$ cat src/common/ooo_consts.svh
`ifndef OOO_CONSTS_SVH
`define OOO_CONSTS_SVH

`define XLEN            32
`define ARCH_REGS       32
`define PHYS_REGS       64
`define AREG_W          5
`define PREG_W          6
`define PADDR_W         12

// apb map
`define ADDR_ISSUE      12'h000
`define ADDR_XREG_BASE  12'h100
`define ADDR_XREG_MASK  12'h07c     // x index sits in paddr[6:2]

`define MULDIV_CYCLES   32

// r-type encodings
`define OPC_OP          7'b0110011
`define F7_BASE         7'b0000000
`define F7_SUB          7'b0100000
`define F7_MULDIV       7'b0000001
`define F3_ADD          3'b000
`define F3_XOR          3'b100
`define F3_OR           3'b110
`define F3_AND          3'b111
`define F3_MUL          3'b000
`define F3_DIVU         3'b101
`define F3_REMU         3'b111

`endif

$ cat src/common/ooo_pkg.sv
`include "ooo_consts.svh"

package ooo_pkg;

    typedef logic [`XLEN-1:0]    xdata_t;
    typedef logic [`AREG_W-1:0]  areg_t;
    typedef logic [`PREG_W-1:0]  preg_t;
    typedef logic [`PADDR_W-1:0] paddr_t;

    typedef enum logic [2:0] {
        OP_ADD,
        OP_SUB,
        OP_AND,
        OP_OR,
        OP_XOR,
        OP_MUL,
        OP_DIVU,
        OP_REMU
    } op_e;

endpackage

$ cat src/rtl/issue_ctrl.sv
`include "ooo_consts.svh"

module issue_ctrl (
    input  logic            clk,
    input  logic            rst_n,
    input  logic            psel, penable, pwrite,
    input  ooo_pkg::paddr_t paddr,
    input  ooo_pkg::xdata_t pwdata,
    output logic            pready, pslverr,
    output ooo_pkg::xdata_t prdata,
    output ooo_pkg::areg_t  rs1, rs2, rd,
    output ooo_pkg::op_e    op,
    output logic            alu_dispatch, md_dispatch,
    input  logic            alu_busy, md_busy,
    input  logic            fl_empty,
    input  logic            rd_map_valid,
    input  logic            xread_valid,
    input  ooo_pkg::xdata_t xread_data,
    input  logic            alu_req, md_req,
    output logic            alu_grant, md_grant,
    output logic            rename_we
);
    import ooo_pkg::*;

    logic [6:0] opcode;
    logic [6:0] funct7;
    logic [2:0] funct3;
    op_e        op_dec;
    logic       legal_dec;
    logic       issue_q;        // legal instruction write
    logic       xread_q;        // read inside the x window
    logic       access;
    logic       is_md;
    logic       unit_busy;
    logic       can_issue;
    logic       issue_done;

    assign opcode = pwdata[6:0];
    assign funct3 = pwdata[14:12];
    assign funct7 = pwdata[31:25];

    always_comb begin
        op_dec    = OP_ADD;
        legal_dec = (opcode == `OPC_OP);
        case ({funct7, funct3})
            {`F7_BASE, `F3_ADD}:    op_dec = OP_ADD;
            {`F7_SUB, `F3_ADD}:     op_dec = OP_SUB;
            {`F7_BASE, `F3_AND}:    op_dec = OP_AND;
            {`F7_BASE, `F3_OR}:     op_dec = OP_OR;
            {`F7_BASE, `F3_XOR}:    op_dec = OP_XOR;
            {`F7_MULDIV, `F3_MUL}:  op_dec = OP_MUL;
            {`F7_MULDIV, `F3_DIVU}: op_dec = OP_DIVU;
            {`F7_MULDIV, `F3_REMU}: op_dec = OP_REMU;
            default:                legal_dec = 1'b0;
        endcase
    end

    // decode is taken in the setup phase, access only checks stalls
    always_ff @(posedge clk or negedge rst_n) begin
        if (!rst_n) begin
            issue_q <= 1'b0;
            xread_q <= 1'b0;
            op      <= OP_ADD;
            rs1     <= '0;
            rs2     <= '0;
            rd      <= '0;
        end else if (psel && !penable) begin
            issue_q <= pwrite && (paddr == `ADDR_ISSUE) && legal_dec;
            xread_q <= !pwrite && ((paddr & ~`ADDR_XREG_MASK) == `ADDR_XREG_BASE);
            op      <= op_dec;
            rs1     <= pwdata[19:15];
            rs2     <= pwdata[24:20];
            rd      <= pwdata[11:7];
        end
    end

    assign access    = psel && penable;
    assign is_md     = op inside {OP_MUL, OP_DIVU, OP_REMU};
    assign unit_busy = is_md ? md_busy : alu_busy;

    // x0 as target retires at once, nothing renamed
    assign can_issue  = (rd == '0) || (!unit_busy && !fl_empty && rd_map_valid);
    assign issue_done = access && issue_q && can_issue;

    assign rename_we    = issue_done && (rd != '0);
    assign alu_dispatch = rename_we && !is_md;
    assign md_dispatch  = rename_we && is_md;

    assign pslverr = access && !(issue_q || xread_q);
    assign pready  = issue_done || (access && xread_q && xread_valid) || pslverr;
    assign prdata  = (access && xread_q) ? xread_data : '0;

    // fixed priority, alu first
    assign alu_grant = alu_req;
    assign md_grant  = md_req && !alu_req;

endmodule

$ cat config.mk
export PLATFORM = sky130hd
export DESIGN_NAME = issue_ctrl
export DESIGN_NICKNAME = d
export VERILOG_FILES = /design/src/common/ooo_pkg.sv /design/src/rtl/issue_ctrl.sv
export VERILOG_INCLUDE_DIRS = /design/src /design/src/common
export SDC_FILE = /design/constraint.sdc
export NUM_CORES = 1
export LEC_CHECK = 0
export BUFFER_PORTS_ARGS = -buffer_cell sky130_fd_sc_hd__buf_2
export CAP_MARGIN = 30
export CORE_UTILIZATION = 31
export DETAILED_ROUTE_END_ITERATION = 10
export PLACE_DENSITY = 0.79
export SYNTH_ARGS = -nofsm -noshare
export SYNTH_HDL_FRONTEND = slang
export SYNTH_SLANG_ARGS = --single-unit
$ cat constraint.sdc
create_clock -name clk -period 1.4 [get_ports clk]
set_input_delay 0.21 -clock clk [delete_from_list [all_inputs] [get_ports clk]]
set_output_delay 0.21 -clock clk [all_outputs]
set_load 0.05 [all_outputs]
# After elaboration in Yosys (flattened, before gate mapping)
# Cells that the tools add are included.
word_totals:
  mem_bits_ro: 0
  ff_bits: 20
  ram_bits: 0
  input_bits: 88
  output_inout_bits: 57
  n_memories: 0
  latchBits: 0
classes:
  n_reduce_logical: 33
  add_sub_neg: 0
  mux: 4
  n_mul: 0
  bitwise_logic: 0
  n_div: 0
  eq_ne: 12
  n_lt_le_gt_ge: 0
  shift: 0
ops:
  columns: ["op", "n"]
  rows:
  - ["two-way mux 32 bit", 1]
  - ["== test 10 x 3 -> 1 bit (second input constant)", 3]
  - ["== test 10 x 4 -> 1 bit (second input constant)", 3]
  - ["case mux 3 bit (7 select lines)", 1]
  - ["logical AND 1 bit", 16]
  - ["zero test 12 bit", 1]
  - ["== test 10 x 9 -> 1 bit (second input constant)", 1]
  - ["zero test 10 bit", 1]
  - ["== test 3 bit (second input constant)", 3]
  - ["OR reduction 8 bit", 1]
  - ["== test 7 x 4 -> 1 bit (second input constant)", 1]
  - ["== test 7 x 6 -> 1 bit (second input constant)", 1]
  - ["zero test 1 bit", 7]
  - ["zero test 5 bit", 1]
  - ["nonzero test 5 bit", 1]
  - ["logical OR 1 bit", 4]
  - ["nonzero test 3 bit", 1]
  - ["two-way mux 1 bit", 2]

# Depth between registers and ports, before layout
# Gate-level depths: netlist of the first run.
depth:
  word_depth: 10
  depth_mapped: 5

# Worst setup path after synthesis of the first run
# Ideal clock, no wire load.
synth_timing:
  path_kind: "register to output"
  from: "reg op[2]"
  to: "out pready"
  n_path_buf: 0
  path_slack_ps: -962
  arrival_ps: 2152
  path_stages_with_launch: 5
  cell_sequence: "dfrtp_1 o21ai_1 a2111oi_4 o21ai_1 a21oi_1"
synth_via:
  elab_chain_cells: 10
  word_cells_on_any_way: 12
  cone_classes: "3 x eq/ne; 1 x mux; 8 x reduce/logical"
synth_rtl:
  columns: ["element", "line_no", "text"]
  rows:
  - ["from (decl)", "issue_ctrl.sv:12", "output ooo_pkg::op_e op,"]
  - ["from (signal assigned)", "issue_ctrl.sv:70", "op <= op_dec;"]
  - ["== test 3 bit", "issue_ctrl.sv:78", "assign is_md = op inside {OP_MUL, OP_DIVU, OP_REMU};"]
  - ["nonzero test 3 bit *", "issue_ctrl.sv:78", null]
  - ["two-way mux 1 bit *", "issue_ctrl.sv:79", "assign unit_busy = is_md ? md_busy : alu_busy;"]
  - ["zero test 1 bit *", "issue_ctrl.sv:82", "assign can_issue = (rd == '0) || (!unit_busy && !fl_empty && rd_map_valid);"]
  - ["logical AND 1 bit * (2 in series)", "issue_ctrl.sv:82", null]
  - ["logical OR 1 bit *", "issue_ctrl.sv:82", null]
  - ["logical AND 1 bit *", "issue_ctrl.sv:83", "assign issue_done = access && issue_q && can_issue;"]
  - ["logical OR 1 bit * (2 in series)", "issue_ctrl.sv:90", "assign pready = issue_done || (access && xread_q && xread_valid) || pslverr;"]
  - ["to (decl)", "issue_ctrl.sv:9", "output logic pready, pslverr,"]
# Mark *: on every way between the ends. The rest lies on a longest branch, timed or not.

# Worst setup path after layout of the first run
layout_timing:
  from: "reg op[1]"
  to: "out alu_dispatch"
layout_via:
  elab_chain_cells: 10
  word_cells_on_any_way: 13
  cone_classes: "3 x eq/ne; 1 x mux; 9 x reduce/logical"
layout_rtl:
  columns: ["element", "line_no", "text"]
  rows:
  - ["== test 3 bit", "issue_ctrl.sv:78", null]
  - ["nonzero test 3 bit *", "issue_ctrl.sv:78", null]
  - ["two-way mux 1 bit", "issue_ctrl.sv:79", null]
  - ["zero test 1 bit", "issue_ctrl.sv:82", null]
  - ["logical AND 1 bit (2 in series)", "issue_ctrl.sv:82", null]
  - ["logical OR 1 bit", "issue_ctrl.sv:82", null]
  - ["logical AND 1 bit", "issue_ctrl.sv:83", null]
  - ["logical AND 1 bit", "issue_ctrl.sv:85", "assign rename_we = issue_done && (rd != '0);"]
  - ["logical AND 1 bit *", "issue_ctrl.sv:86", "assign alu_dispatch = rename_we && !is_md;"]
  - ["to (decl)", "issue_ctrl.sv:13", "output logic alu_dispatch, md_dispatch,"]
# Marked as above.

==> results of run 1 <==
==> power by group through the flow <==
stage               clock (uW)  sequential [uW]  combinational, uW
detailed placement           0              672                589
finish                     577              664                624
CTS                        588              664                616
floorplan                    0              872                140
global route               615              670                666
global placement             0              672                580
==> per-layer routing <==
| layer | vias up | share of wire | wire, microns | track usage |
|---|---|---|---|---|
| li1 | 867 | - | - | - |
| met5 | - | 0 | 0 | 0 |
| met3 | 24 | 0.082 | 520 | 0.0897 |
| met1 | 850 | 0.33 | 2090 | 0.278 |
| met2 | 108 | 0.55 | 3470 | 0.517 |
| met4 | 0 | 0.045 | 284 | 0.173 |
==> final timing paths <==
check | startpoint | to | slack [ps] | cells past startpoint
setup / recovery | op[1] | alu_dispatch | -650 | 5
hold / removal | pwdata[22] | rs2[2] | 140 | 3
setup reg to reg | op[1] | op[1] | 400 | 3
hold reg to reg | rs2[4] | rs2[4] | 480 | 2
max in group asynchronous | rst_n | rd[0] | 620 | 2
min in group asynchronous | rst_n | rs2[4] | 450 | 2
==> Yosys cell counts, drive strengths merged <==
cell type  instances
buf                3
or3b               1
o31ai              1
dfrtp             20
nand2             49
nor2b              4
a22o               2
a41oi              1
a32o               2
nor4b              1
mux2               1
or4                1
nor3b              1
o21ai              5
nor4bb             1
nor4               2
nor3               3
o211a              1
inv                2
a2111oi            1
nand4bb            1
a31oi              1
xnor2              1
and3               1
and2              32
nand3b             1
clkbuf             7
a21oi              4
nand2b             3
nand3              3
nor2               8
==> logic make-up (layout without fill, tap and decap cells) <==
group	after synthesis	in the layout
AOI/OAI and AO/OA	18	18
DFF	20	20
and+or+nand+nor	112	115
buffers and inverters	12	170
muxes	1	1
xor gates and xnor gates	1	1
==> area by class of cell <==
cell class / count / share of cell area
well taps: 50 / 0.0222
inverters: 2 / 0.00354
flip-flops and latches: 20 / 0.180
clock inverters: 1 / 0.0106
clock buffers: 3 / 0.0146
multi-input cells: 135 / 0.323
repair buffers: 164 / 0.445
==> timing repair <==
| item | in CTS | in global routing |
|---|---|---|
| gates resized for setup | 146 | 5 |
| setup endpoints to repair | 37 | 37 |
| gates cloned | 3 | 0 |
| pin swaps | 40 | 8 |
| hold buffers | 1 | 0 |
| hold endpoints to repair | 20 | 0 |
| buffers inserted | 4 | 1 |
==> tightest hold or removal path, stage by stage <==
cell and delay (ps):
buf_2 70, nand2_1 40, nand2_1 40
==> flip-flops by register name, summed over array words and instances, names as in the netlist <==
name     flops
rd           5
op           3
rs1          5
xread_q      1
issue_q      1
rs2          5
==> per-stage QoR <==
stage	hold WS, ps	utilization	power, uW	area (sq um)	cells
floorplan	-85.6	-	1010	1380	164
global placement	175	0.561	1250	2250	363
detailed placement	189	0.561	1260	2250	363
CTS	134	0.700	1870	2800	374
global route	143	0.706	1950	2820	375
finish	138	0.706	1870	2820	375
==> summary.txt, run 1 <==
design internal power: 1240 uW
htree depth: 1
fraction of layout cells with a size suffix above 1: 0.680
Antenna Cells: 0
Setup WS post-layout: -652 ps
sw frac: 0.335
fmax: 487 MHz
Crit path max-delay family: compound AO/OA/AOI/OAI gates
Avg Inst Size Synth: 7.84 sq um
Worst-Margin Slew: 446 ps
share of the synthesized area in the top cell type: 0.389
Worst-Skew Late Latency: 260 ps
CP Cell Sequence: o211a_1, a2111oi_4, nand4bb_4, nor2b_4, buf_8
Yosys reg bits: 20
most frequent cells in the layout: buf_2 (107), nand2_1 (49), buf_8 (34)
RSZ-0062 raised after global routing: true
vias per inst: 4.93
Congestion Overflow GR: 0
most common cell after layout, fill and taps aside: buf_2
fin. max-slew vios: 0
pin count of the biggest net entering global routing: 21
clock tree root driver cell: clkbuf_8
Synth Area in Compound Gates: 0.111
CP max stage delay: 430 ps
Post-Synth Adder-Cell Area: 0
status: complete, but fails checks
Starting Density: 0.321
Setup crit end kind: output pin
GRT Resource Usage Total: 0.284
initial DRC count: 66
Max Clock Skew: 0 ps
WL/cell: 17.0 microns
Slew Limit Headroom: 0.703
Post-Synthesis Cells: 164
fillcell total: 279
CP max FO: 3
final setup fails: 36
core area: 4000 sq um
sw power: 626 uW
vias in the first global route: 1,784
TritonCTS Sinks: 20
Final Hold Fails: 0
first-pass GRT wire length: 8.91 mm
Place WS: -453 ps
Crit path buffers/inverters: 1
initial antenna violation count: 0
Power per Cell Area: 661 nW/um^2
largest family of logic cells by synthesized area: simple AND/OR/NAND/NOR gates
Final ANT Viol Nets: 0
crit path DAT: 1840 ps
Net Count, Synth: 252
routed wire length: 6.37 mm
maxcap violations: 0
layout overhead on the synthesized area: 120%
part of the cycle the worst path needs: 1.47
worst setup path category: register to output pin
# IOs: 145
clock share of power: 0.310
CTS tree: yes
register share of total power: 0.356
Final GP Congestion: 0.777
sequential share of the synthesized area: 0.389
Comb pwr share: 0.334
IO Port Bufs: 144
Synth cell types: 33
Die ar.: 4410 sq um
Die Height: 66.4 microns
setup tns final: -6310 ps
Mapped Area: 1280 sq um
Synth Area in Simple Gates: 0.442
Worst IR Drop VDD: 0.538 mV
Vias: 1,849
failing checks: negative setup slack
Rows: 23
Reg area: 509 sq um
CP max stage cell: dfrtp_2
HP Class: primary input to register
critical path launch point type: register
Synth area leader: dfrtp_1
minimum clock period: 2050 ps
1st-pass router iterations: 6
top area cells in the synthesized netlist: dfrtp_1 (39%), and2_1 (16%), nand2_1 (14%)
Worst EP required: 1190 ps
Clock Path Buffers: 2
DR DRC count: 0
half-perimeter wire length after placement: 3.75 mm
mux cell area share after synthesis: 0.00876
XOR/XNOR Fraction of Synth Area: 0.00682
multi-input logic area: 913 sq um
cts bufs inserted: 3
Layout Nets: 414
yosys warns: 0
Reg clk slew, reported paths: 80 ps
Leak: 0.00149 uW
Die X: 66.4 microns
Power figures use the tool's default switching activity.
==> run 2: changes to the inputs <==
SETUP_SLACK_MARGIN = 0.1   (was unset)
==> summary.txt, run 2 (synthesis results as in run 1) <==
placed cells: 364
Crit path max-delay family: compound AO/OA/AOI/OAI gates
Reg area: 509 sq um
failing checks: negative setup slack
met3 Use GR: 0.0534
layout overhead on the synthesized area: 127%
Worst-Skew Late Latency: 260 ps
WL/cell: 15.3 microns
vias per inst: 4.78
1st-pass router iterations: 6
Max Clock Skew: 0 ps
Crit path buffers/inverters: 2
RSZ-0062 raised after global routing: true
Final ANT Viol Nets: 0
min-delay src: pwdata[22]
fraction of layout cells with a size suffix above 1: 0.687
Leak: 0.00153 uW
Critical Path Start: op[0]
fillcell total: 264
busiest grt layer: met2
core area: 4000 sq um
most frequent cells in the layout: buf_2 (105), nand2_1 (49), buf_8 (36)
cts bufs inserted: 3
HP Class: primary input to register
Reg clk slew, reported paths: 80 ps
multi-input logic area: 891 sq um
CP max FO: 3
vias in the first global route: 1,748
Die ar.: 4410 sq um
GRT Resource Usage Total: 0.255
CP Cell Sequence: o211a_1, a2111oi_4, buf_4, o21ai_2, a21oi_4, buf_6
htree depth: 1
Top Registers: rd: 5 flops, rs1: 5 flops, rs2: 5 flops
Power per Cell Area: 597 nW/um^2
routed wire length: 5.80 mm
Slew Limit Headroom: 0.693
Layout Utilization: 0.729
M1 GR Usage: 0.247
most common cell after layout, fill and taps aside: buf_2
Final GP Congestion: 0.766
crit path DAT: 1810 ps
IO Port Bufs: 144
initial antenna violation count: 1
half-perimeter wire length after placement: 3.40 mm
Die Height: 66.4 microns
non-filler cells, final: 380
Vias: 1,815
CP max stage cell: dfrtp_2
Setup crit end kind: output pin
CP max stage delay: 450 ps
pin count of the biggest net entering global routing: 21
TritonCTS Sinks: 20
Setup WS post-layout: -621 ps
# IOs: 145
met2 Use GR: 0.497
initial DRC count: 71
maxcap violations: 0
Die X: 66.4 microns
part of the cycle the worst path needs: 1.44
status: complete, but fails checks
Congestion Overflow GR: 0
Final Hold Fails: 0
Clock Path Buffers: 2
fmax: 495 MHz
CTS tree: yes
Layout Nets: 418
final setup fails: 37
first-pass GRT wire length: 8.17 mm
worst setup path category: register to output pin
Worst IR Drop VDD: 0.560 mV
fin. max-slew vios: 0
Rows: 23
Place WS: -444 ps
Design Power: 1740 uW
Starting Density: 0.321
Worst-Margin Slew: 460 ps
clock tree root driver cell: clkbuf_8
DR DRC count: 0
worst reg2reg startpoint: op[1]
critical path launch point type: register
Worst EP required: 1190 ps
minimum clock period: 2020 ps
==> run 2: power by group <==
| part | leakage, uW | internal (uW) | total, uW | switching, uW |
|---|---|---|---|---|
| registers | 0.000245 | 634 | 666 | 31.8 |
| logic | 0.00126 | 233 | 629 | 396 |
| clock network | 0.0000288 | 250 | 445 | 194 |
| total | 0.00153 | 1120 | 1740 | 622 |
==> run 2: timing repair <==
item	in CTS	in global routing
hold buffers	1	0
gates cloned	3	0
pin swaps	36	4
buffers inserted	7	2
gates resized for setup	124	6
setup endpoints to repair	37	38
hold endpoints to repair	20	0
==> run 2: worst paths after layout <==
| path | end | slack [ps] | depth (start not counted) |
|---|---|---|---|
| setup / recovery | pready | -620 | 6 |
| hold / removal | rs2[2] | 140 | 3 |
| setup reg to reg | op[1] | 300 | 4 |
| hold reg to reg | rs1[2] | 480 | 2 |
| max in group asynchronous | rd[2] | 620 | 2 |
| min in group asynchronous | xread_q | 430 | 2 |
==> run 2: layout make-up <==
cell class                 count  area share
tap                           50      0.0215
antenna                        1    0.000858
timing repair buffer         171       0.475
clock buffer                   4      0.0189
inverter                       2     0.00343
multi-input combinational    132       0.306
sequential                    20       0.175
==> run 2: metrics by stage <==
step	instance area, sq um	hold WS (ps)	TNS [ps]
detailed placement	2300	189	-1630
floorplan	1430	-85.6	-1710
global placement	2300	174	-1550
finish	2920	135	-6860
CTS	2900	132	-7350
global route	2920	147	-8990
==> run 2: routing by layer <==
layer	vias to the layer above	share of wire
met5	-	0
met4	0	0.030
met3	14	0.071
met2	98	0.54
met1	832	0.35
li1	871	-
==> run 2: tightest hold or removal path: stages <==
cell,delay [ps]
buf_2,70
nand2_1,40
nand2_1,40
