File: src/common/ooo_consts.svh
`ifndef OOO_CONSTS_SVH
`define OOO_CONSTS_SVH

`define XLEN            32
`define ARCH_REGS       32
`define PHYS_REGS       64
`define AREG_W          5
`define PREG_W          6
`define PADDR_W         12

// apb map
`define ADDR_ISSUE      12'h000
`define ADDR_XREG_BASE  12'h100
`define ADDR_XREG_MASK  12'h07c     // x index sits in paddr[6:2]

`define MULDIV_CYCLES   32

// r-type encodings
`define OPC_OP          7'b0110011
`define F7_BASE         7'b0000000
`define F7_SUB          7'b0100000
`define F7_MULDIV       7'b0000001
`define F3_ADD          3'b000
`define F3_XOR          3'b100
`define F3_OR           3'b110
`define F3_AND          3'b111
`define F3_MUL          3'b000
`define F3_DIVU         3'b101
`define F3_REMU         3'b111

`endif

File: src/common/ooo_pkg.sv
`include "ooo_consts.svh"

package ooo_pkg;

    typedef logic [`XLEN-1:0]    xdata_t;
    typedef logic [`AREG_W-1:0]  areg_t;
    typedef logic [`PREG_W-1:0]  preg_t;
    typedef logic [`PADDR_W-1:0] paddr_t;

    typedef enum logic [2:0] {
        OP_ADD,
        OP_SUB,
        OP_AND,
        OP_OR,
        OP_XOR,
        OP_MUL,
        OP_DIVU,
        OP_REMU
    } op_e;

endpackage

File: src/exec/alu_station.sv
module alu_station (
    input  logic            clk,
    input  logic            rst_n,
    input  logic            dispatch,
    input  ooo_pkg::op_e    op,
    input  ooo_pkg::preg_t  src1_tag, src2_tag, dst_tag, old_tag,
    input  ooo_pkg::xdata_t src1_data, src2_data,
    input  logic            src1_valid, src2_valid,
    output logic            busy, wb_req,
    input  logic            wb_grant,
    input  logic            wb_valid,
    input  ooo_pkg::preg_t  wb_tag,
    input  ooo_pkg::xdata_t wb_data,
    output ooo_pkg::xdata_t res_data,
    output ooo_pkg::preg_t  res_tag, res_old_tag
);
    import ooo_pkg::*;

    typedef enum logic [1:0] {ST_IDLE, ST_WAIT, ST_DONE} state_e;

    state_e state_q;
    op_e    op_q;
    preg_t  tag1_q;
    preg_t  tag2_q;
    xdata_t opnd1_q;
    xdata_t opnd2_q;
    logic   rdy1_q;
    logic   rdy2_q;
    logic   hit1;
    logic   hit2;
    xdata_t alu_out;

    // wakeup only for an operand still missing
    assign hit1 = (state_q == ST_WAIT) && !rdy1_q && wb_valid && (wb_tag == tag1_q);
    assign hit2 = (state_q == ST_WAIT) && !rdy2_q && wb_valid && (wb_tag == tag2_q);

    always_ff @(posedge clk or negedge rst_n) begin
        if (!rst_n) begin
            state_q <= ST_IDLE;
            rdy1_q  <= 1'b0;
            rdy2_q  <= 1'b0;
        end else begin
            case (state_q)
                ST_IDLE: if (dispatch) begin
                    state_q <= ST_WAIT;
                    rdy1_q  <= src1_valid || (wb_valid && wb_tag == src1_tag);
                    rdy2_q  <= src2_valid || (wb_valid && wb_tag == src2_tag);
                end
                ST_WAIT: begin
                    if (hit1) rdy1_q <= 1'b1;
                    if (hit2) rdy2_q <= 1'b1;
                    if (rdy1_q && rdy2_q) state_q <= ST_DONE;
                end
                ST_DONE: if (wb_grant) state_q <= ST_IDLE;     // hold result until granted
                default: state_q <= ST_IDLE;
            endcase
        end
    end

    always_ff @(posedge clk) begin
        if (dispatch) begin
            op_q        <= op;
            tag1_q      <= src1_tag;
            tag2_q      <= src2_tag;
            res_tag     <= dst_tag;
            res_old_tag <= old_tag;
            opnd1_q     <= src1_valid ? src1_data : wb_data;
            opnd2_q     <= src2_valid ? src2_data : wb_data;
        end else begin
            if (hit1) opnd1_q <= wb_data;
            if (hit2) opnd2_q <= wb_data;
        end
        if (state_q == ST_WAIT && rdy1_q && rdy2_q) begin
            res_data <= alu_out;
        end
    end

    always_comb begin
        case (op_q)
            OP_SUB:  alu_out = opnd1_q - opnd2_q;
            OP_AND:  alu_out = opnd1_q & opnd2_q;
            OP_OR:   alu_out = opnd1_q | opnd2_q;
            OP_XOR:  alu_out = opnd1_q ^ opnd2_q;
            default: alu_out = opnd1_q + opnd2_q;
        endcase
    end

    assign busy   = (state_q != ST_IDLE);
    assign wb_req = (state_q == ST_DONE);

endmodule

File: config.mk
export PLATFORM = sky130hd
export DESIGN_NAME = alu_station
export DESIGN_NICKNAME = d
export VERILOG_FILES = /design/src/common/ooo_pkg.sv /design/src/exec/alu_station.sv
export VERILOG_INCLUDE_DIRS = /design/src /design/src/common
export SDC_FILE = /design/constraint.sdc
export NUM_CORES = 1
export LEC_CHECK = 0
export BUFFER_PORTS_ARGS = -buffer_cell sky130_fd_sc_hd__buf_2
export CAP_MARGIN = 20
export CELL_PAD_IN_SITES_DETAIL_PLACEMENT = 0
export CELL_PAD_IN_SITES_GLOBAL_PLACEMENT = 1
export CORE_MARGIN = 5
export CORE_UTILIZATION = 44
export DETAILED_ROUTE_END_ITERATION = 7
export PLACE_DENSITY = 0.79
export SYNTH_ARGS = -nofsm -noshare
export SYNTH_HDL_FRONTEND = slang
export SYNTH_SLANG_ARGS = --single-unit
File: constraint.sdc
create_clock -name clk -period 6.4 [get_ports clk]
set_clock_uncertainty 0.05 [all_clocks]
set_input_delay 0.96 -clock clk [delete_from_list [all_inputs] [get_ports clk]]
set_output_delay 0.96 -clock clk [all_outputs]
set_load 0.02 [all_outputs]
Word-level counts from Yosys, hierarchy flattened
Cells that the tools add are included.
{ "classes": {"addsub": 2, "eq_ne": 15, "mux": 17, "n_bitwise": 3, "n_reduce_logical": 23} }
{ "ops": {"columns": ["op", "n"], "rows": [
  ["$mux 32", 6],
  ["$pmux 32 s4", 1],
  ["$add 32x32->32", 1],
  ["$and 32x32->32", 1],
  ["$or 32x32->32", 1],
  ["$sub 32x32->32", 1],
  ["$xor 32x32->32", 1],
  ["$eq 6x6->1", 4],
  ["$logic_and 1x1->1", 11],
  ["$reduce_and 3->1", 3],
  ["$reduce_bool 2->1", 4],
  ["$eq 3x2->1 const B", 2],
  ["$mux 2", 3],
  ["$ne 2x2->1 const B", 3],
  ["$pmux 2 s3", 1],
  ["$mux 1", 4],
  ["$ne 2x1->1 const B", 2],
  ["$pmux 1 s2", 2],
  ["$eq 3x1->1 const B", 1],
  ["$eq 3x3->1 const B", 1],
  ["$eq 2x1->1 const B", 1],
  ["$eq 2x2->1 const B", 1],
  ["$logic_not 1->1", 2],
  ["$logic_not 2->1", 1],
  ["$logic_or 1x1->1", 2]
]} }
{ "word_totals": {"regBits": 127, "inputBits": 136, "wordCells": 71} }

Depth between registers and ports, before layout
Gate-level depths: netlist (run 1).
{ "logic_depth": {"depth_word": 6, "ltp_mapped": 18, "depth_no_buf": 17} }

Worst setup path before layout (run 1)
Ideal clock, no wire load.
{ "synth_timing": {"kind": "reg2reg", "from": "register opnd2_q[4]", "to": "register res_data[30] (data pin)", "arrival_time_ns": 4.349, "path_slack_ns": 1.734, "stages_incl_launch_ff": 18, "path_buffers": 1, "period_less_slack_ns": 4.666, "path_cell_list": "edfxtp_1 -> or4_4 -> or3_4 -> or4_1 -> nor4_2 -> nor2_1 -> xnor2_1 -> ha_1 -> clkbuf_1 -> o21ai_0 -> nor2_1 -> o41ai_1 -> o21a_1 -> a41oi_1 -> or4_1 -> a31oi_1 -> xor2_1 -> o21ai_0"} }
{ "synth_via": {"elab_chain_cells": 2} }
{ "synth_lines": {"columns": ["item", "line", "rtl"], "rows": [
  ["from (decl)", "alu_station.sv:26", "xdata_t opnd2_q;"],
  ["from (signal assigned)", "alu_station.sv:68", "opnd2_q <= src2_valid ? src2_data : wb_data;"],
  ["from (signal assigned)", "alu_station.sv:71", "if (hit2) opnd2_q <= wb_data;"],
  ["$add 32x32->32 / $sub 32x32->32 (equally long branches)", "alu_station.sv:84, alu_station.sv:80", null],
  ["$pmux 32 s4 (*)", "alu_station.sv:79", "case (op_q)"],
  ["named net alu_out[30]", "alu_station.sv:31", "xdata_t alu_out;"],
  ["to (signal assigned)", "alu_station.sv:74", "res_data <= alu_out;"],
  ["to (decl)", "alu_station.sv:14", "output ooo_pkg::xdata_t res_data,"]
]} }
The timed path passes the listed nets; every way through them passes the cells marked *.
A chain may end at the register's enable or synchronous reset.

Final worst setup path (run 1)
Same ends and word-level chain as after synthesis.

==> flow_metrics.env, run 1 <==
export IMPL_synth_seq_cells=127
export IMPL_synth_largest_area_cell="edfxtp_1"
export IMPL_core_um2=20100
export IMPL_crit_buf_inv=0
export IMPL_peakVddDrop_uv=184
export IMPL_grt_total_usage_pct=19.8
export IMPL_layout_min_cycle_time_ps=5130
export IMPL_ios=182
export IMPL_worst_path_largest_cell_delay_ps=550
export IMPL_fillers=1840
export IMPL_ys_flop_type="edfxtp_1"
export IMPL_cts_setup_buffers=0
export IMPL_combPwrFrac_pct=29.2
export IMPL_ys_types=58
export IMPL_post_place_ws_ps=1280
export IMPL_dr_max_layer_used="met4"
export IMPL_timing_hold_ws_ps=285
export IMPL_p_int_uw=2010
export IMPL_die_w_um=152
export IMPL_rsz0062_at_grt="no"
export IMPL_ant_nets=0
export IMPL_max_cap_violations=0
export IMPL_relSlewSlack_pct=32.3
export IMPL_finalMaxSlewViolations=0
export IMPL_synth_most_common_cell="edfxtp_1"
export IMPL_cts_made_buffers=17
export IMPL_syn_area_per_cell_um2=10.8
export IMPL_criticalPathCategory="reg -> reg"
export IMPL_p_per_area_nw_per_um2=283
export IMPL_grt_antenna_before_repair=0
export IMPL_ys_top_cells_by_area="edfxtp_1 41%, ha_1 13%, mux2_2 8.1%"
export IMPL_met1_length_um=11300
export IMPL_first_pass_iters=5
export IMPL_finalSetupTns_ps=0
export IMPL_synth_net_count=1061
export IMPL_cts_sinks=127
export IMPL_critPathTopFamily="simple AND/OR/NAND/NOR gates"
export IMPL_drt_wirelength_per_cell_um=18.1
export IMPL_hold_buffers=0
export IMPL_clk_path_buf_depth=2
export IMPL_synth_common_cells="123 x edfxtp_1, 96 x ha_1, 81 x inv_1"
export IMPL_synth_edff_count=123
export IMPL_synthCells=828
export IMPL_cp_arrival_ps=5230
export IMPL_drt_initial_drc_count=408
export IMPL_worstPathRequired_ps=6500
export IMPL_cts_tree="built"
export IMPL_slowest_stage="or4_4"
export IMPL_setup_viol=0
export IMPL_stdcell_count=1287
export IMPL_die_area_um2=23200
export IMPL_root_buffer="clkbuf_16"
export IMPL_grt_ovfl_total=0
export IMPL_worstMarginPinSlew_ps=1020
export IMPL_yosys_area_top_type_share_pct=41.5
export IMPL_clk_latency_ps=420
export IMPL_ys_seq_area_share_pct=42.6
export IMPL_dp_cells=1255
export IMPL_area_delta_synth_final_pct=19.9
export IMPL_post_route_period_util_pct=80.1
export IMPL_path_clk_slew_ps=60
export IMPL_num_rows=52
export IMPL_finalHoldViolCount=0
export IMPL_vias=6792
export IMPL_pwr_share_clk_pct=32.9
export IMPL_yosysWarningCount=0
export IMPL_grt_pass1_wl_um=36100
export IMPL_hold_path_class="in -> async"
export IMPL_ys_async_sr_fraction_pct=3.15
export IMPL_dr_wl_met3_um=1460
export IMPL_grt_max_degree=65
export IMPL_end_kind="flop"
export IMPL_dp_hpwl_um=17700
export IMPL_status="finished clean"
export IMPL_nNetsFinal=1237
export IMPL_max_freq_mhz=195
export IMPL_initial_core_util_pct=44.3
export IMPL_cts_htree_levels=4
export IMPL_route_met2_wl_um=10400
export IMPL_cellLeakagePower_uw=0.00457
export IMPL_cp_start_kind="flop"
export IMPL_first_global_vias=6581
export IMPL_crit_fanout=8
export IMPL_drt_wl_total_um=23300
export IMPL_crit_chain="or4_4 > or3_4 > or4_1 > nor4_2 > nor2_1 > xnor2_1 > ha_1 > o21ai_0 > nor2_1 > o41ai_1 > o21a_1 > a41oi_1 > or4_1 > a31oi_1 > xor2_1 > o21ai_0"
export IMPL_die_y_um=152
export IMPL_switchingPower_uw=1010
export IMPL_worst_slack_ps=1270
export IMPL_drive_above_1_share_pct=29.4
export IMPL_swShare_pct=33.4
export IMPL_rrSetupSlack_ps=1270
export IMPL_port_buffers=181
export IMPL_antenna_cells=0
export IMPL_sequentialPowerShare_pct=37.9
export IMPL_post_drt_via_cell_ratio=5.28
export IMPL_drc_errors=0
export IMPL_syn_area_um2=8910
export IMPL_gp_congestion=0.926
export IMPL_cts_resized=0
sequential cells by signal, indices dropped and copies added, names as in the netlist, 3 cells and up:
signal       cells
op_q             3
opnd1_q         32
opnd2_q         32
res_data        32
res_old_tag      6
res_tag          6
tag1_q           6
tag2_q           6
cell type report:
type	count	area [µm²]	share of cell area, %
multi-input combinational	591	4700	44.0
sequential	127	3790	35.5
timing repair buffer	186	943	8.83
clock buffer	17	425	3.98
tap	270	338	3.16
inverter	81	304	2.85
clock inverter	15	175	1.64
logic make-up after synthesis:
| group | after synthesis | synth area share, % |
|---|---|---|
| multiplexers | 68 | 8.54 |
| AND/OR/NAND/NOR | 139 | 8.01 |
| flip-flops | 127 | 42.6 |
| adder cells (fa/ha/maj) | 97 | 13.7 |
| buffers and inverters | 110 | 4.68 |
| AO/OA/AOI/OAI | 204 | 14.2 |
| XOR/XNOR | 83 | 8.25 |
through the flow:
step	area [µm²]	total power [µW]	util, %
floorplan	8910	1750	-
global placement	10100	2030	50.1
detailed placement	10100	2040	50.1
CTS	10700	3040	53.1
global route	10700	3180	53.1
finish	10700	3020	53.1
final timing paths:
path	start	endpoint	cells past startpoint
setup / recovery	opnd2_q[4]	res_data[30]	16
hold / removal	rst_n	rdy2_q	1
setup reg to reg	opnd2_q[4]	res_data[30]	16
hold reg to reg	state_q[1]	state_q[0]	1
max in group asynchronous	rst_n	rdy1_q	1
min in group clk	state_q[1]	state_q[0]	1
cells in the final DEF (no fill, tap or decap), types with 5 or more instances in the layout:
| cell type | Yosys | final |
|---|---|---|
| nor2_1 | 51 | 51 |
| and3_1 | 5 | 5 |
| clkbuf_16 | 0 | 17 |
| o21ai_0 | 36 | 36 |
| nor4_1 | 7 | 7 |
| edfxtp_1 | 123 | 123 |
| ha_1 | 96 | 96 |
| mux2_2 | 64 | 64 |
| xor2_1 | 20 | 20 |
| xnor2_1 | 62 | 62 |
| o22ai_1 | 11 | 11 |
| a211oi_1 | 20 | 20 |
| a21oi_1 | 73 | 73 |
| buf_2 | 3 | 181 |
| nor3_1 | 5 | 5 |
| inv_6 | 0 | 5 |
| a41oi_1 | 5 | 5 |
| a21o_1 | 12 | 12 |
| nand2_1 | 30 | 30 |
| nand3_1 | 6 | 6 |
| a31oi_1 | 9 | 9 |
| buf_4 | 0 | 5 |
| o31ai_1 | 8 | 8 |
| nand4_1 | 8 | 8 |
| inv_1 | 81 | 81 |
layer usage:
layer / vias to the layer above / global-route usage [%]
met5: - / 0
met4: 0 / 4.24
met3: 11 / 5.03
met2: 216 / 30.5
met1: 3183 / 28.3
li1: 3382 / -
power groups by stage:
stage | clock (µW) | combinational (µW) | sequential [µW]
after CTS | 1010 | 881 | 1150
after detailed placement | 0 | 875 | 1160
after global routing | 1050 | 970 | 1160
after floorplan | 0 | 521 | 1230
final | 993 | 881 | 1150
after global placement | 0 | 873 | 1160
(Power assumes the default switching activity.)
==> inputs of run 2 (changes only) <==
CORE_UTILIZATION = 40   (was 44)
PLACE_DENSITY = 0.75   (was 0.79)
clock period = 4.3 ns   (was 6.4 ns; I/O delays follow)
==> run 2 against run 1 <==
First-iteration DRC count rose by 8.8%. Clock power rose by 54%. Worst hold slack improved by 62 ps. Critical endpoint unchanged. Final area rose by 8.8%. Fmax rose by 12%. Critical path type unchanged. Wire length rose by 6.9%. Die area rose by 9.3%. The run now ends with negative setup slack left.
==> flow_metrics.env, run 2 (synthesized netlist as in run 1, its figures left out) <==
export IMPL_status="finished with violations"
export IMPL_violations="negative setup slack"
export IMPL_switchingPower_uw=1540
export IMPL_path_clk_slew_ps=60
export IMPL_vias=7236
export IMPL_nNetsFinal=1325
export IMPL_finalSetupTns_ps=-1140
export IMPL_finalMaxSlewViolations=0
export IMPL_antenna_cells=0
export IMPL_clk_latency_ps=420
export IMPL_rrSetupSlack_ps=-270
export IMPL_post_route_period_util_pct=106
export IMPL_cellLeakagePower_uw=0.00507
export IMPL_dp_cells=1344
export IMPL_criticalPathCategory="reg -> reg"
export IMPL_cts_tree="built"
export IMPL_clk_path_buf_depth=2
export IMPL_relSlewSlack_pct=35.9
export IMPL_top_regs="opnd1_q (32), opnd2_q (32), res_data (32)"
export IMPL_fin_util_pct=53.1
export IMPL_p_int_uw=3260
export IMPL_first_pass_iters=5
export IMPL_min_to="res_tag[1]"
export IMPL_r2r_end="res_data[30]"
export IMPL_stdcell_count=1385
export IMPL_max_cap_violations=0
export IMPL_dp_hpwl_um=19000
export IMPL_drt_initial_drc_count=444
export IMPL_layout_min_cycle_time_ps=4570
export IMPL_drc_errors=0
export IMPL_grt_pass1_wl_um=39700
export IMPL_root_buffer="clkbuf_16"
export IMPL_r2r_cells=16
export IMPL_cts_sinks=127
export IMPL_port_buffers=181
export IMPL_end_kind="flop"
export IMPL_worstPathRequired_ps=4390
export IMPL_ios=182
export IMPL_drt_wl_total_um=24900
export IMPL_cts_made_buffers=17
export IMPL_p_per_area_nw_per_um2=413
export IMPL_area_delta_synth_final_pct=30.5
export IMPL_sequentialPowerShare_pct=35.5
export IMPL_rr_startpoint="opnd2_q[6]"
export IMPL_critPathLaunch="opnd2_q[6]"
export IMPL_max_freq_mhz=219
export IMPL_swShare_pct=32.1
export IMPL_cp_arrival_ps=4670
export IMPL_die_y_um=159
export IMPL_pwr_share_clk_pct=31.9
export IMPL_worstMarginPinSlew_ps=962
export IMPL_die_area_um2=25400
export IMPL_drive_above_1_share_pct=37.8
export IMPL_combPwrFrac_pct=32.6
export IMPL_rsz0062_at_grt="yes"
export IMPL_initial_core_util_pct=40.7
export IMPL_first_global_vias=7452
export IMPL_finalHoldViolCount=0
export IMPL_most_common_layout_cells="181 x buf_2, 123 x edfxtp_1, 96 x ha_1"
export IMPL_grt_antenna_before_repair=0
export IMPL_hold_path_class="in -> reg"
export IMPL_peakVddDrop_uv=321
export IMPL_core_um2=21900
export IMPL_crit_fanout=3
export IMPL_holdPathStages=1
export IMPL_final_common_cell="buf_2"
export IMPL_post_drt_via_cell_ratio=5.22
export IMPL_ant_nets=0
export IMPL_gp_congestion=0.886
export IMPL_grt_ovfl_total=0
export IMPL_setup_viol=8
export IMPL_grt_max_degree=40
export IMPL_die_w_um=159
export IMPL_min_from="dst_tag[1]"
export IMPL_grt_total_usage_pct=19.4
export IMPL_worst_slack_ps=-272
export IMPL_num_rows=54
export IMPL_cp_start_kind="flop"
export IMPL_drt_wirelength_per_cell_um=18.0
export IMPL_cts_htree_levels=4
run 2: cell count changes in the layout (fill, tap and decap cells not counted), moves of 4 or more:
cell / change
buf_6: +4
o21ai_1: +9
a21oi_2: +4
o21ai_0: -12
a21oi_1: -4
buf_4: +83
run 2: critical path, stage by stage, from the launching register on:
cell and delay [ps]:
edfxtp_1 400, or4_4 550, or3_4 360, or4_4 530, nor4_4 210, a21oi_1 130
xnor2_1 140, ha_1 300, o21ai_1 110, nor2_2 70, o41ai_2 260, o21a_1 200
a41oi_2 140, or4_1 410, a31oi_1 220, xor2_1 170, o21ai_1 70
run 2: layout make-up:
type / instances / area [µm²]
well taps: 280 / 350
flip-flops and latches: 127 / 3790
multi-input cells: 591 / 4930
clock buffers: 18 / 429
clock inverters: 14 / 189
inverters: 81 / 304
repair buffers: 274 / 1620
fillers: 2018 / 10300
run 2: stage by stage:
| step | hold slack (ps) | total power, µW | cell area (µm²) | worst slack (ps) |
|---|---|---|---|---|
| final | 347 | 4800 | 11600 | -272 |
| after global routing | 324 | 5060 | 11600 | -458 |
| after floorplan | 299 | 2620 | 8950 | -262 |
| after detailed placement | 405 | 3200 | 10700 | -397 |
| after global placement | 401 | 3180 | 10700 | -306 |
| after CTS | 331 | 4770 | 11500 | -275 |
run 2: how the worst max path moves through the flow:
stage	to	slack (ps)
final	res_data[30]	-270
after global routing	res_data[30]	-460
after CTS	res_data[30]	-270
after detailed placement	res_data[30]	-400
after global placement	res_data[30]	-310
after floorplan	res_data[30]	-260
run 2: power by group through the flow:
stage,combinational [µW],clock [µW],sequential (µW)
2_1_floorplan,784,0,1830
3_3_place_gp,1460,0,1720
3_5_place_dp,1470,0,1730
4_1_cts,1510,1550,1700
5_1_grt,1730,1610,1720
6_report,1570,1530,1700
run 2: repair_timing:
item / 4_1_cts / 5_1_grt
endpoints found under the hold margin: 4 / 0
pin swaps: 13 / 11
setup buffers: 5 / 5
hold buffers: 1 / 0
endpoints found under the setup margin: 11 / 13
cloned: 0 / 0
gates resized for setup: 23 / 30
run 2: per-layer routing:
metal | up-vias | global-route usage [%] | routed length [µm]
met3 | 21 | 4.27 | 1530
li1 | 3558 | - | -
met2 | 224 | 31.4 | 11700
met5 | - | 0 | 0
met4 | 0 | 3.88 | 253
met1 | 3433 | 27.0 | 11500
==> inputs of run 3 (changes only) <==
CORE_UTILIZATION = 47   (was 40)
PLACE_DENSITY = 0.84   (was 0.75)
SKIP_LAST_GASP = 1   (was default)
clock period = 5.7 ns   (was 4.3 ns; I/O delays follow)
==> run 3 against run 2 <==
The flow now finishes without violations. Global-route usage grew 1.5 points. Count of clock-buffer cells in the layout is the same. Highest routed layer unchanged. Critical path depth unchanged. Largest power group unchanged. Register-to-register slack improved by 860 ps. Utilization increased by 3.7 points. Sequential share of layout area rose by 3.1 points. Sequential cell count unchanged. Sequential power fell by 24%. First-iteration DRC count shrank 5.6%. Setup slack better by 860 ps. Fmax fell by 11%.
==> flow_metrics.env, run 3 (synthesized netlist as in run 1, its figures left out) <==
export IMPL_status="finished clean"
export IMPL_drt_wirelength_per_cell_um=17.9
export IMPL_core_um2=18700
export IMPL_worst_path_largest_cell_delay_ps=560
export IMPL_post_drt_via_cell_ratio=5.39
export IMPL_critPathTopFamily="simple AND/OR/NAND/NOR gates"
export IMPL_cts_made_buffers=17
export IMPL_cts_tree="built"
export IMPL_fillers=1642
export IMPL_clk_path_buf_depth=2
export IMPL_crit_buf_inv=0
export IMPL_gp_congestion=0.822
export IMPL_hold_path_class="in -> async"
export IMPL_die_w_um=148
export IMPL_dp_cells=1221
export IMPL_vias=6755
export IMPL_cp_start_kind="flop"
export IMPL_grt_total_usage_pct=20.9
export IMPL_criticalPathCategory="reg -> reg"
export IMPL_slowest_stage="or4_4"
export IMPL_grt_pass1_wl_um=35800
export IMPL_cts_htree_levels=4
export IMPL_nNetsFinal=1239
export IMPL_drt_initial_drc_count=419
export IMPL_post_route_period_util_pct=89.7
export IMPL_crit_fanout=8
export IMPL_finalSetupTns_ps=0
export IMPL_worst_slack_ps=589
export IMPL_cellLeakagePower_uw=0.00457
export IMPL_first_global_vias=6820
export IMPL_die_y_um=148
export IMPL_finalHoldViolCount=0
export IMPL_r2r_cells=16
export IMPL_peakVddDrop_uv=199
export IMPL_grt_antenna_before_repair=0
export IMPL_worstMarginPinSlew_ps=944
export IMPL_max_freq_mhz=196
export IMPL_cp_arrival_ps=5200
export IMPL_end_kind="flop"
export IMPL_worstPathRequired_ps=5790
export IMPL_relSlewSlack_pct=37.1
export IMPL_fin_util_pct=56.8
export IMPL_root_buffer="clkbuf_16"
export IMPL_drt_wl_total_um=22400
export IMPL_post_place_ws_ps=588
export IMPL_die_area_um2=21800
export IMPL_ios=182
export IMPL_setup_viol=0
export IMPL_ant_nets=0
export IMPL_regArea_um2=3790
export IMPL_hold_buffers=0
export IMPL_max_cap_violations=0
export IMPL_stdcell_count=1253
export IMPL_antenna_cells=0
export IMPL_dp_hpwl_um=17300
export IMPL_cts_sinks=127
export IMPL_initial_core_util_pct=47.6
export IMPL_drc_errors=0
export IMPL_finalMaxSlewViolations=0
export IMPL_clk_latency_ps=410
export IMPL_rsz0062_at_grt="no"
export IMPL_drive_above_1_share_pct=29.3
export IMPL_grt_max_degree=65
export IMPL_top_regs="opnd1_q (32), opnd2_q (32), res_data (32)"
export IMPL_p_per_area_nw_per_um2=314
export IMPL_layout_min_cycle_time_ps=5110
export IMPL_port_buffers=181
export IMPL_cts_setup_buffers=0
export IMPL_crit_chain="or4_4 > or3_4 > or4_1 > nor4_2 > nor2_1 > xnor2_1 > ha_1 > o21ai_0 > nor2_1 > o41ai_1 > o21a_1 > a41oi_1 > or4_1 > a31oi_1 > xor2_1 > o21ai_0"
export IMPL_cts_resized=0
export IMPL_final_common_cell="buf_2"
export IMPL_timing_hold_ws_ps=189
export IMPL_path_clk_slew_ps=60
export IMPL_first_pass_iters=5
export IMPL_cp_num_cells=16
export IMPL_num_rows=50
export IMPL_most_common_layout_cells="181 x buf_2, 123 x edfxtp_1, 96 x ha_1"
export IMPL_multi_input_area_um2=4700
export IMPL_area_delta_synth_final_pct=19.2
export IMPL_grt_ovfl_total=0
run 3: cell count changes in the layout (fill, tap and decap cells not counted), moves of 4 or more:
cell      before  now
a21oi_2        5    1
o21ai_0       24   36
buf_6          4    0
clkinv_2       0    4
buf_4         88    7
o21ai_1       10    1
a21oi_1       69   73
run 3: worst paths after layout:
path                            startpoint           end  slack [ps]
worst min register to register  state_q[1]    state_q[0]         450
max in group asynchronous            rst_n        rdy1_q        5290
min in group clk                state_q[1]    state_q[0]         450
worst min-delay path                 rst_n    state_q[1]         190
worst max-delay path            opnd2_q[4]  res_data[30]         590
worst max register to register  opnd2_q[4]  res_data[30]         590
run 3: metal layers:
metal | part of all wire [%] | GRT usage [%] | routed length [µm]
met5 | 0 | 0 | 0
met4 | 1.0 | 4.80 | 228
met3 | 5.8 | 4.11 | 1310
met2 | 46 | 33.1 | 10300
met1 | 47 | 29.7 | 10600
run 3: where the power goes:
group	switching [µW]	total (µW)	leakage, µW	internal [µW]
Combinational	593	985	0.00306	392
Sequential	73.1	1290	0.00123	1210
Clock	417	1060	0.000274	642
run 3: stage by stage:
step                cell area [µm²]  total power [µW]
floorplan                      8910              1970
global placement              10000              2280
detailed placement            10000              2290
CTS                           10600              3350
global route                  10600              3510
finish                        10600              3330
run 3: area by class of cell:
cell class | count | share of cell area [%]
Clock buffer | 18 | 4.04
Clock inverter | 14 | 1.33
Inverter | 81 | 2.86
Multi-Input combinational cell | 591 | 44.2
Sequential cell | 127 | 35.7
Tap cell | 234 | 2.76
Timing Repair Buffer | 188 | 9.03
